===== src/rtl/cclk_pkg.sv =====
package cclk_pkg;

   // Divider setting from the clock config register
   localparam int DIVCFG_W = 4;                   // Settings bits 3:0 only

   localparam logic [DIVCFG_W-1:0] DIVCFG_OFF  = 4'd0;  // Core clock stopped
   localparam logic [DIVCFG_W-1:0] DIVCFG_DIV1 = 4'd7;  // Full rate
   localparam logic [DIVCFG_W-1:0] DIVCFG_DIV2 = 4'd6;  // Half rate
   localparam logic [DIVCFG_W-1:0] DIVCFG_DIV4 = 4'd5;  // Quarter rate
   // Every other code selects divide by 8

   // Serializer parallel word, bit 0 leaves first
   localparam int PAT_W = 8;

   localparam logic [PAT_W-1:0] PAT_OFF  = 8'h00;  // Held low
   localparam logic [PAT_W-1:0] PAT_DIV1 = 8'hAA;  // One bit high, one low
   localparam logic [PAT_W-1:0] PAT_DIV2 = 8'hCC;  // Two high, two low
   localparam logic [PAT_W-1:0] PAT_DIV4 = 8'hF0;  // Four high, four low
   // Divide by 8 alternates an all-ones and an all-zeros word

   // Pattern buffer between producer and serializer loads
   localparam int FIFO_DEPTH = 4;                 // Entries
   localparam int FIFO_AW    = 2;                 // Pointer bits, log2 of depth

   // Rising edge counter on the emitted stream
   localparam int EDGE_CNT_W = 16;                // Free running, wraps

   // Decoded clock mode
   typedef enum logic [2:0] {
      MODE_OFF  = 3'd0,                           // Code 0
      MODE_DIV1 = 3'd1,                           // Code 7
      MODE_DIV2 = 3'd2,                           // Code 6
      MODE_DIV4 = 3'd3,                           // Code 5
      MODE_DIV8 = 3'd4                            // Anything else
   } cclk_mode_e;

endpackage

===== src/rtl/cclk_gen_top.sv =====
module cclk_gen_top (
   input  logic                            cclk_div,
   input  logic                            reset,
   input  logic [cclk_pkg::DIVCFG_W-1:0]    divcfg,
   input  logic                            load,
   output logic [cclk_pkg::PAT_W-1:0]       ser_word,
   output logic                            word_valid,
   output logic [cclk_pkg::EDGE_CNT_W-1:0]  edge_count
);

   import cclk_pkg::*;

   logic             push;                        // Producer to FIFO
   logic [PAT_W-1:0] push_data;
   logic             full;
   logic             pop;                         // FIFO to consumer
   logic [PAT_W-1:0] pop_data;
   logic             empty;

   cclk_pattern_gen gen0 (
      .cclk_div   (cclk_div),
      .reset      (reset),
      .divcfg     (divcfg),
      .full       (full),
      .push       (push),
      .push_data  (push_data)
   );

   cclk_pattern_fifo fifo0 (
      .cclk_div   (cclk_div),
      .reset      (reset),
      .push       (push),
      .push_data  (push_data),
      .pop        (pop),
      .pop_data   (pop_data),
      .full       (full),
      .empty      (empty)
   );

   cclk_word_out out0 (
      .cclk_div   (cclk_div),
      .reset      (reset),
      .load       (load),
      .empty      (empty),
      .pop_data   (pop_data),
      .pop        (pop),
      .ser_word   (ser_word),
      .word_valid (word_valid),
      .edge_count (edge_count)
   );

endmodule


===== src/rtl/cclk_word_out.sv =====
module cclk_word_out (
   input  logic                            cclk_div,
   input  logic                            reset,
   input  logic                            load,       // Serializer word strobe
   input  logic                            empty,
   input  logic [cclk_pkg::PAT_W-1:0]       pop_data,
   output logic                            pop,
   output logic [cclk_pkg::PAT_W-1:0]       ser_word,   // To serializer parallel port
   output logic                            word_valid,
   output logic [cclk_pkg::EDGE_CNT_W-1:0]  edge_count
);

   import cclk_pkg::*;

   logic [PAT_W-1:0] next_word;                   // Word going out on this load
   logic [PAT_W:0]   stream;                      // Last bit then bits 0..7
   logic [3:0]       rise_cnt;                    // Up to 4 rises in 9 bits
   logic             last_bit;                    // Bit 7 of the previous word

   // Pop only a word that is there
   assign pop = load & ~empty;

   // Underflow sends the clock low
   assign next_word = empty ? PAT_OFF : pop_data;
   assign stream    = {next_word, last_bit};

   // Count 0 -> 1 steps, bit 0 is the oldest
   always_comb begin
      rise_cnt = '0;
      for (int i = 0; i < PAT_W; i++) begin
         if (!stream[i] && stream[i+1])
            rise_cnt = rise_cnt + 1'b1;
      end
   end

   // Word register and valid strobe
   always_ff @(posedge cclk_div) begin
      if (reset) begin
         ser_word   <= PAT_OFF;
         word_valid <= 1'b0;
         last_bit   <= 1'b0;
      end else if (load) begin
         ser_word   <= next_word;
         word_valid <= ~empty;                    // Low on underflow
         last_bit   <= next_word[PAT_W-1];
      end else begin
         word_valid <= 1'b0;                      // ser_word holds
      end
   end

   // Running edge count, wraps at 16 bits
   always_ff @(posedge cclk_div) begin
      if (reset)
         edge_count <= '0;
      else if (load)
         edge_count <= edge_count + EDGE_CNT_W'(rise_cnt);
   end

   // Valid only follows a load strobe
   a_valid_after_load : assert property (
      @(posedge cclk_div) disable iff (reset) word_valid |-> $past(load)
   ) else $error("cclk_word_out: word_valid without load");

endmodule


===== src/rtl/cclk_pattern_fifo.sv =====
module cclk_pattern_fifo (
   input  logic                      cclk_div,
   input  logic                      reset,
   input  logic                      push,
   input  logic [cclk_pkg::PAT_W-1:0] push_data,
   input  logic                      pop,
   output logic [cclk_pkg::PAT_W-1:0] pop_data,   // Head entry, no register
   output logic                      full,
   output logic                      empty
);

   import cclk_pkg::*;

   logic [PAT_W-1:0]   mem [FIFO_DEPTH];          // Pattern storage
   logic [FIFO_AW-1:0] wr_ptr;                    // Next free slot
   logic [FIFO_AW-1:0] rd_ptr;                    // Head slot
   logic [FIFO_AW:0]   count;                     // Occupancy, one extra bit for full

   // Storage write, payload only
   always_ff @(posedge cclk_div) begin
      if (push)
         mem[wr_ptr] <= push_data;
   end

   // Pointers wrap naturally at depth 4
   always_ff @(posedge cclk_div) begin
      if (reset) begin
         wr_ptr <= '0;
         rd_ptr <= '0;
      end else begin
         if (push)
            wr_ptr <= wr_ptr + 1'b1;
         if (pop)
            rd_ptr <= rd_ptr + 1'b1;
      end
   end

   // Push and pop together leave count alone
   always_ff @(posedge cclk_div) begin
      if (reset)
         count <= '0;
      else begin
         case ({push, pop})
            2'b10:   count <= count + 1'b1;
            2'b01:   count <= count - 1'b1;
            default: count <= count;
         endcase
      end
   end

   assign pop_data = mem[rd_ptr];                 // Valid as soon as written
   assign full     = (count == FIFO_DEPTH);
   assign empty    = (count == '0);

   // Producer holds off while full
   a_no_push_full : assert property (
      @(posedge cclk_div) disable iff (reset) full |-> !push
   ) else $error("cclk_pattern_fifo: push while full");

   // Consumer only pops a present word
   a_no_pop_empty : assert property (
      @(posedge cclk_div) disable iff (reset) empty |-> !pop
   ) else $error("cclk_pattern_fifo: pop while empty");

   a_count_range : assert property (
      @(posedge cclk_div) disable iff (reset) count <= FIFO_DEPTH
   ) else $error("cclk_pattern_fifo: count %0d over depth", count);

endmodule


===== src/rtl/cclk_pattern_gen.sv =====
module cclk_pattern_gen (
   input  logic                         cclk_div,
   input  logic                         reset,
   input  logic [cclk_pkg::DIVCFG_W-1:0] divcfg,     // Async to cclk_div
   input  logic                         full,
   output logic                         push,
   output logic [cclk_pkg::PAT_W-1:0]    push_data
);

   import cclk_pkg::*;

   logic [DIVCFG_W-1:0] div_sync0;                // First synchronizer stage
   logic [DIVCFG_W-1:0] div_sync1;                // Second stage, safe to decode
   cclk_mode_e          mode_dec;                 // Decode of synchronized code
   cclk_mode_e          mode;                     // Mode used for pushed words
   logic                div8_phase;               // 0 -> all ones word next

   // Two flop synchronizer for the setting
   always_ff @(posedge cclk_div) begin
      if (reset) begin
         div_sync0 <= '0;
         div_sync1 <= '0;
      end else begin
         div_sync0 <= divcfg;
         div_sync1 <= div_sync0;
      end
   end

   // Code to mode, off only for code 0
   always_comb begin
      case (div_sync1)
         DIVCFG_OFF:  mode_dec = MODE_OFF;
         DIVCFG_DIV1: mode_dec = MODE_DIV1;
         DIVCFG_DIV2: mode_dec = MODE_DIV2;
         DIVCFG_DIV4: mode_dec = MODE_DIV4;
         default:     mode_dec = MODE_DIV8;       // Slowest clock
      endcase
   end

   // Third edge after a setting change
   always_ff @(posedge cclk_div) begin
      if (reset)
         mode <= MODE_OFF;
      else
         mode <= mode_dec;
   end

   // Divide by 8 phase, advances on pushes only so stalls keep it
   always_ff @(posedge cclk_div) begin
      if (reset)
         div8_phase <= 1'b0;
      else if (mode != MODE_DIV8)
         div8_phase <= 1'b0;                      // Entry starts with ones
      else if (push)
         div8_phase <= ~div8_phase;
   end

   // One word per cycle while there is room
   assign push = ~full;

   always_comb begin
      case (mode)
         MODE_OFF:  push_data = PAT_OFF;
         MODE_DIV1: push_data = PAT_DIV1;
         MODE_DIV2: push_data = PAT_DIV2;
         MODE_DIV4: push_data = PAT_DIV4;
         default:   push_data = div8_phase ? PAT_OFF : {PAT_W{1'b1}};
      endcase
   end

   // Mode register never leaves the enum range
   a_mode_legal : assert property (
      @(posedge cclk_div) disable iff (reset)
      mode inside {MODE_OFF, MODE_DIV1, MODE_DIV2, MODE_DIV4, MODE_DIV8}
   ) else $error("cclk_pattern_gen: illegal mode %0d", mode);

endmodule


===== config.mk =====
export PLATFORM = sky130hd
export DESIGN_NAME = cclk_gen_top
export DESIGN_NICKNAME = d
export VERILOG_FILES = /design/src/rtl/cclk_pkg.sv /design/src/rtl/cclk_gen_top.sv /design/src/rtl/cclk_word_out.sv /design/src/rtl/cclk_pattern_fifo.sv /design/src/rtl/cclk_pattern_gen.sv
export SDC_FILE = /design/constraint.sdc
export NUM_CORES = 1
export LEC_CHECK = 0
export BUFFER_PORTS_ARGS = -buffer_cell sky130_fd_sc_hd__buf_2
export CAP_MARGIN = 30
export CORE_MARGIN = 2
export CORE_UTILIZATION = 60
export CTS_CLUSTER_DIAMETER = 40
export DETAILED_ROUTE_END_ITERATION = 12
export PLACE_DENSITY = 0.91
export SLEW_MARGIN = 10
export SYNTH_ARGS = -nofsm -noshare
export SYNTH_HDL_FRONTEND = slang
export SYNTH_SLANG_ARGS = --single-unit

===== constraint.sdc =====
create_clock -name cclk_div -period 8.7 [get_ports cclk_div]
set_input_delay 2.61 -clock cclk_div [delete_from_list [all_inputs] [get_ports cclk_div]]
set_output_delay 2.61 -clock cclk_div [all_outputs]
set_load 0.01 [all_outputs]

==> results of run 1 <==
[cell families after synthesis]
kind of cell	after synthesis	synth area share, %
xor+xnor	29	7.55
buf+inv	31	3.84
compound gates	57	10.3
fa+ha+maj	17	5.63
flops	78	48.1
simple gates	124	17.0
mux	19	7.52
[metrics by stage]
step                      worst slack (ns)  power [mW]  hold slack (ns)
after floorplan                       3.12        1.05            0.414
after global placement                2.55        1.13            0.427
after detailed placement              2.32        1.16            0.436
after CTS                             2.21        1.44            0.451
after global routing                  1.74        1.54            0.468
final                                 2.18        1.44            0.447
[flip-flops by register name, summed over array words and instances (netlist names), named ones only]
name,flops
fifo0.count,3
out0.edge_count,16
fifo0.wr_ptr,2
gen0.div_sync1,4
out0.ser_word,7
gen0.div8_phase,1
fifo0.mem,32
gen0.mode,3
out0.last_bit,1
fifo0.rd_ptr,2
gen0.div_sync0,4
out0.word_valid,1
[cells in the final DEF, fill, tap and decap left out, types with 3 or more instances in the layout]
master and n:
mux4_2 4, o21ai_0 14, mux2_2 4, dfxtp_1 46, nor2_1 33, buf_2 32
or3_1 8, ha_1 16, a32oi_1 3, a22oi_1 8, a21oi_1 17, mux4_1 3
and3_1 3, mux2i_1 8, nor2b_1 23, edfxtp_1 32, nand2_1 20, clkbuf_8 10
inv_1 15, nor3_1 3, xor2_1 8, nand2b_1 9, nand3_1 7, inv_6 3
xnor2_1 18
[power by group through the flow]
| stage | Clock, mW | Sequential, mW | Combinational [mW] |
|---|---|---|---|
| 6_report | 0.277 | 0.505 | 0.660 |
| 5_1_grt | 0.292 | 0.515 | 0.730 |
| 4_1_cts | 0.278 | 0.505 | 0.657 |
| 3_5_place_dp | 0 | 0.514 | 0.651 |
| 3_3_place_gp | 0 | 0.509 | 0.621 |
| 2_1_floorplan | 0 | 0.491 | 0.556 |
[final cells by class]
cell class	instances	area (um^2)
Clock inverter	6	67.6
Inverter	16	65.1
Clock buffer	10	138
Sequential cell	78	1880
Tap cell	77	96.3
Timing Repair Buffer	32	160
Multi-Input combinational cell	246	1880
Fill cell	467	2030
[layer usage]
metal	routed length [um]	GRT usage, %
met2	3800	37.6
met5	0	0
met3	353	6.69
met1	3190	25.5
met4	150	8.51
[final timing paths]
check                                             startpoint                               end  slack, ns  cells after the start
worst min-delay path            gen0.div_sync0[0]$_SDFF_PP0_      gen0.div_sync1[0]$_SDFF_PP0_       0.45                      1
worst max register to register                      register  out0.edge_count[11]$_SDFFE_PP0P_       2.18                     24
worst max-delay path                                register  out0.edge_count[11]$_SDFFE_PP0P_       2.18                     24
worst min register to register  gen0.div_sync0[0]$_SDFF_PP0_      gen0.div_sync1[0]$_SDFF_PP0_       0.45                      1
==> flow_summary.ini, run 1 <==
[cts]
clockBufferDepth = 2
cts_max_level = 3
cts_num_sinks = 78
cts_tree = done
clkTransAtPathRegs_ns = 0.08
cts_resized = 0
clk_latency_ns = 0.35
postCtsSetupBuffers = 0
clockRootBuffer = clkbuf_8
cts_buffers = 9
postCtsHoldBufs = 0

[logic_synthesis]
synth-edff-count = 32
synthTopCellsByCount = 46 x dfxtp_1, 33 x nor2_1, 32 x edfxtp_1
synth_top_area_share_pct = 24.6
synth_top_cell_by_area = edfxtp_1
synthArstFlopShare_pct = 0
syn_area_um2 = 3910
synth.most_common_cell = dfxtp_1
ys_seq_area_share_pct = 48.1
synth_nets = 379
synthTopCellsByArea = edfxtp_1 25%, dfxtp_1 24%, ha_1 5.1%
yosysWarnings = 0
synth_cells = 355
ys_ff_latch = 78
ys.flop_type = dfxtp_1
yosys.cell_types.count = 58
syn_area_per_cell_um2 = 11.0

[worst_setup_path]
required_ns = 8.98
critPathBufInv = 2
cp_top_family = compound AO/OA/AOI/OAI gates
start_kind = register
crit_top_cell = ha_1
crit_fanout = 14
crit_slowest_cell = dfxtp_1
crit_chain = mux4_2 -> nor2_1 -> inv_1 -> ha_1 -> xnor2_1 -> inv_1 -> ha_1 -> xor2_1 -> a211oi_1 -> a21oi_1 -> xnor2_1 -> a22oi_1 -> ha_1 -> nor2_1 -> a21oi_2 -> ha_1 -> mux2_2 -> ha_1 -> a21o_1 -> a21oi_1 -> nor2b_1 -> o2111ai_1 -> o21ai_0 -> a21oi_1
critPathCaptureType = register
critPathMaxStageDelay_ns = 0.80
critPathKind = register to register
arrival_ns = 6.80

[detailed_routing]
routed_wl_mm = 7.50
first_pass_iters = 5
detail-route-antenna-nets = 0
vias = 2714
drtIter0Drc = 160
drc = 0
drt-vias-per-instance = 5.84
wl_per_cell_um = 16.1

[timing]
finalCriticalPeriod_ns = 6.52
clock-skew-final_ns = 0.0126
tns_ns = 0
finalSetupViolations = 0
fmax_mhz = 153
drv_slew = 0
slew_headroom_pct = 45.1
max_slew.worst_pin.slew_ns = 0.819
final-hold-violation-count = 0
rsz0062_at_grt = false
fin_crit_sh_pct = 75.0

[global_route]
antenna_found_initial = 0
grt_max_degree = 46
grt.overflow.total = 0
grt_pass1_wl_mm = 12.2
grt_use_total_pct = 21.8
grt_pass1_vias = 2647

[cells_and_area]
design_area_um2 = 4290
syn_to_final_growth_pct = 9.64
final_util_pct = 67.9
stdcell_count = 465
layout-drive-gt1-share_pct = 17.8
fin_nets = 407
diodes = 0

[placement]
numPortBuffers = 31
place_area_um2 = 4080
dp_hpwl_mm = 5.37
dp_cells = 449
place_congestion = 0.855

[power_and_ir_drop]
power_density_nw_per_um2 = 337
netSwitchingPower_mw = 0.552
switching_share_pct = 38.3
power_frac_clock_pct = 19.2
seqPwrFrac_pct = 35.0
p_leak_nw = 1.68
combinationalPowerShare_pct = 45.7
ir_drop_mv = 0.248
p_int_mw = 0.890

[floorplanning]
ios = 32
rows = 29
die_h_um = 84.7
dieWidth_um = 84.7
start_util_pct = 61.9
die-area_um2 = 7180
core-area_um2 = 6310

[min_path]
hold_class = register to register

[outcome]
run_status = completed

[run]
maxCapViolCount = 0
No activity file was read; power rests on OpenSTA's default activity.
==> inputs of run 2 (changes only) <==
Clock period 8.7 ns to 6.4 ns, I/O delays scaled along.
==> run 2 against run 1 <==
Sequential power is 33% higher; count of clock-buffer cells in the layout increased by 1; largest cell class unchanged; final cell count increased by 0.86%; combinational power rose by 39%; hold slack improved by 0.0086 ns; non-clock buffer count increased by 4; maximum frequency is 10% higher; critical path type unchanged; wire length is 3.4% lower; global-route usage shrank 0.71 points; sequential share of layout area down 0.27 points; core utilization rose by 0.42 points; clock power increased by 28%.
==> flow_summary.ini, run 2 (synthesized netlist as in run 1, its figures left out) <==
[cells_and_area]
reg.largest.list = fifo0.mem x32, out0.edge_count x16, out0.ser_word x7
syn_to_final_growth_pct = 10.3
max_flop_register = fifo0.mem
diodes = 0
design_area_um2 = 4310
fin_nets = 411
largest_reg_flops = 32
mostFrequentLayoutCells = 46 x dfxtp_1, 33 x nor2_1, 32 x edfxtp_1, 32 x buf_2, 23 x nor2b_1
stdcell_count = 469
final_common_cell = dfxtp_1
layout-drive-gt1-share_pct = 18.4

[global_route]
grt_pass1_vias = 2520
grt_max_degree = 46
use_met2_pct = 36.0
grt_util_met3_pct = 5.11
use_met1_pct = 25.5
grt_pass1_wl_mm = 11.8
busiest_layer = met2
antenna_found_initial = 0
grt.overflow.total = 0
grt_use_total_pct = 21.1

[detailed_routing]
drc = 0
first_pass_iters = 4
vias = 2706
detail-route-antenna-nets = 0
drtIter0Drc = 136
drt-vias-per-instance = 5.77
wl_per_cell_um = 15.4
routed_wl_mm = 7.24

[timing]
rsz0062_at_grt = false
fin_ws_ns = 0.494
final-hold-violation-count = 0
clock-skew-final_ns = 0.0101
fin_crit_sh_pct = 92.3
tns_ns = 0
fmax_mhz = 169
finalSetupViolations = 0
drv_slew = 0
slew_headroom_pct = 47.2
max_slew.worst_pin.slew_ns = 0.792
finalCriticalPeriod_ns = 5.91

[floorplanning]
core-area_um2 = 6310
dieWidth_um = 84.7
die-area_um2 = 7180
die_h_um = 84.7
ios = 32
rows = 29
start_util_pct = 61.9

[cts]
clkTransAtPathRegs_ns = 0.08
clockBufferDepth = 2
postCtsSetupBuffers = 0
postCtsHoldBufs = 0
cts_max_level = 3
clockRootBuffer = clkbuf_8
cts_buffers = 9
cts_resized = 0
clk_latency_ns = 0.35
cts_num_sinks = 78
cts_tree = done

[worst_setup_path]
rrSetupSlack_ns = 0.49
critPathCaptureType = register
start_kind = register
required_ns = 6.68
crit_fanout = 5
arrival_ns = 6.18
critPathKind = register to register

[power_and_ir_drop]
power_density_nw_per_um2 = 451
ir_drop_mv = 0.368
p_leak_nw = 1.71

[run]
maxCapViolCount = 0

[min_path]
hold_class = register to register

[outcome]
run_status = completed

[placement]
numPortBuffers = 31
dp_cells = 453
place_congestion = 0.880
post-place-ws_ns = 0.514
dp_hpwl_mm = 5.46
place_area_um2 = 4110
run 2: cell types whose count changed in the layout (fill, tap and decap cells not counted), sizes merged:
cell	delta
clkbuf	+1
clkinv	+3
clkinvlp	-2
bufinv	-1
buf	+4
inv	-1
run 2: worst paths after layout:
path                                start  cells past startpoint                          endpoint
max                              register                     25  out0.edge_count[14]$_SDFFE_PP0P_
max reg2reg                      register                     25  out0.edge_count[14]$_SDFFE_PP0P_
min          gen0.div_sync0[0]$_SDFF_PP0_                      1      gen0.div_sync1[0]$_SDFF_PP0_
min reg2reg  gen0.div_sync0[0]$_SDFF_PP0_                      1      gen0.div_sync1[0]$_SDFF_PP0_
run 2: area by class of cell:
cell class                 count  area [um^2]
inverter                      16         65.1
tap                           77         96.3
timing repair buffer          36          190
sequential                    78         1880
clock buffer                  11          163
multi-input combinational    246         1880
fill                         464         2000
clock inverter                 5         38.8
run 2: worst max-delay path, stage by stage (launching register included):
cell,delay [ns]
dfxtp_1,0.43
mux4_2,0.58
nor2_1,0.16
inv_1,0.06
ha_1,0.36
xnor2_1,0.30
inv_1,0.13
ha_1,0.34
xor2_1,0.18
a211oi_1,0.23
a21oi_1,0.08
xnor2_1,0.12
a22oi_1,0.19
ha_1,0.26
nor2_1,0.13
a21oi_2,0.06
ha_1,0.23
a22oi_1,0.21
xnor2_1,0.12
ha_1,0.32
nor2b_1,0.19
o21ai_0,0.10
a21oi_1,0.28
nand3_1,0.24
or3_1,0.40
a21oi_1,0.14
run 2: power by group:
group	internal (mW)	switching [mW]	total, mW
combinational	0.420	0.499	0.919
clock	0.177	0.178	0.355
sequential	0.614	0.0575	0.671
total	1.21	0.735	1.95
run 2: metal layers:
metal	vias to the layer above	wire length (um)	share of wire (%)
met3	20	266	3.7
met1	1297	3160	44
met5	-	0	0
met2	57	3650	50
met4	0	163	2.3
li1	1332	-	-
run 2: per-stage QoR:
step	utilization, %	total power, mW	hold slack [ns]
floorplan	-	1.42	0.414
global placement	65.0	1.56	0.422
detailed placement	65.1	1.60	0.441
CTS	68.3	1.96	0.453
global route	68.3	2.08	0.461
finish	68.3	1.95	0.455
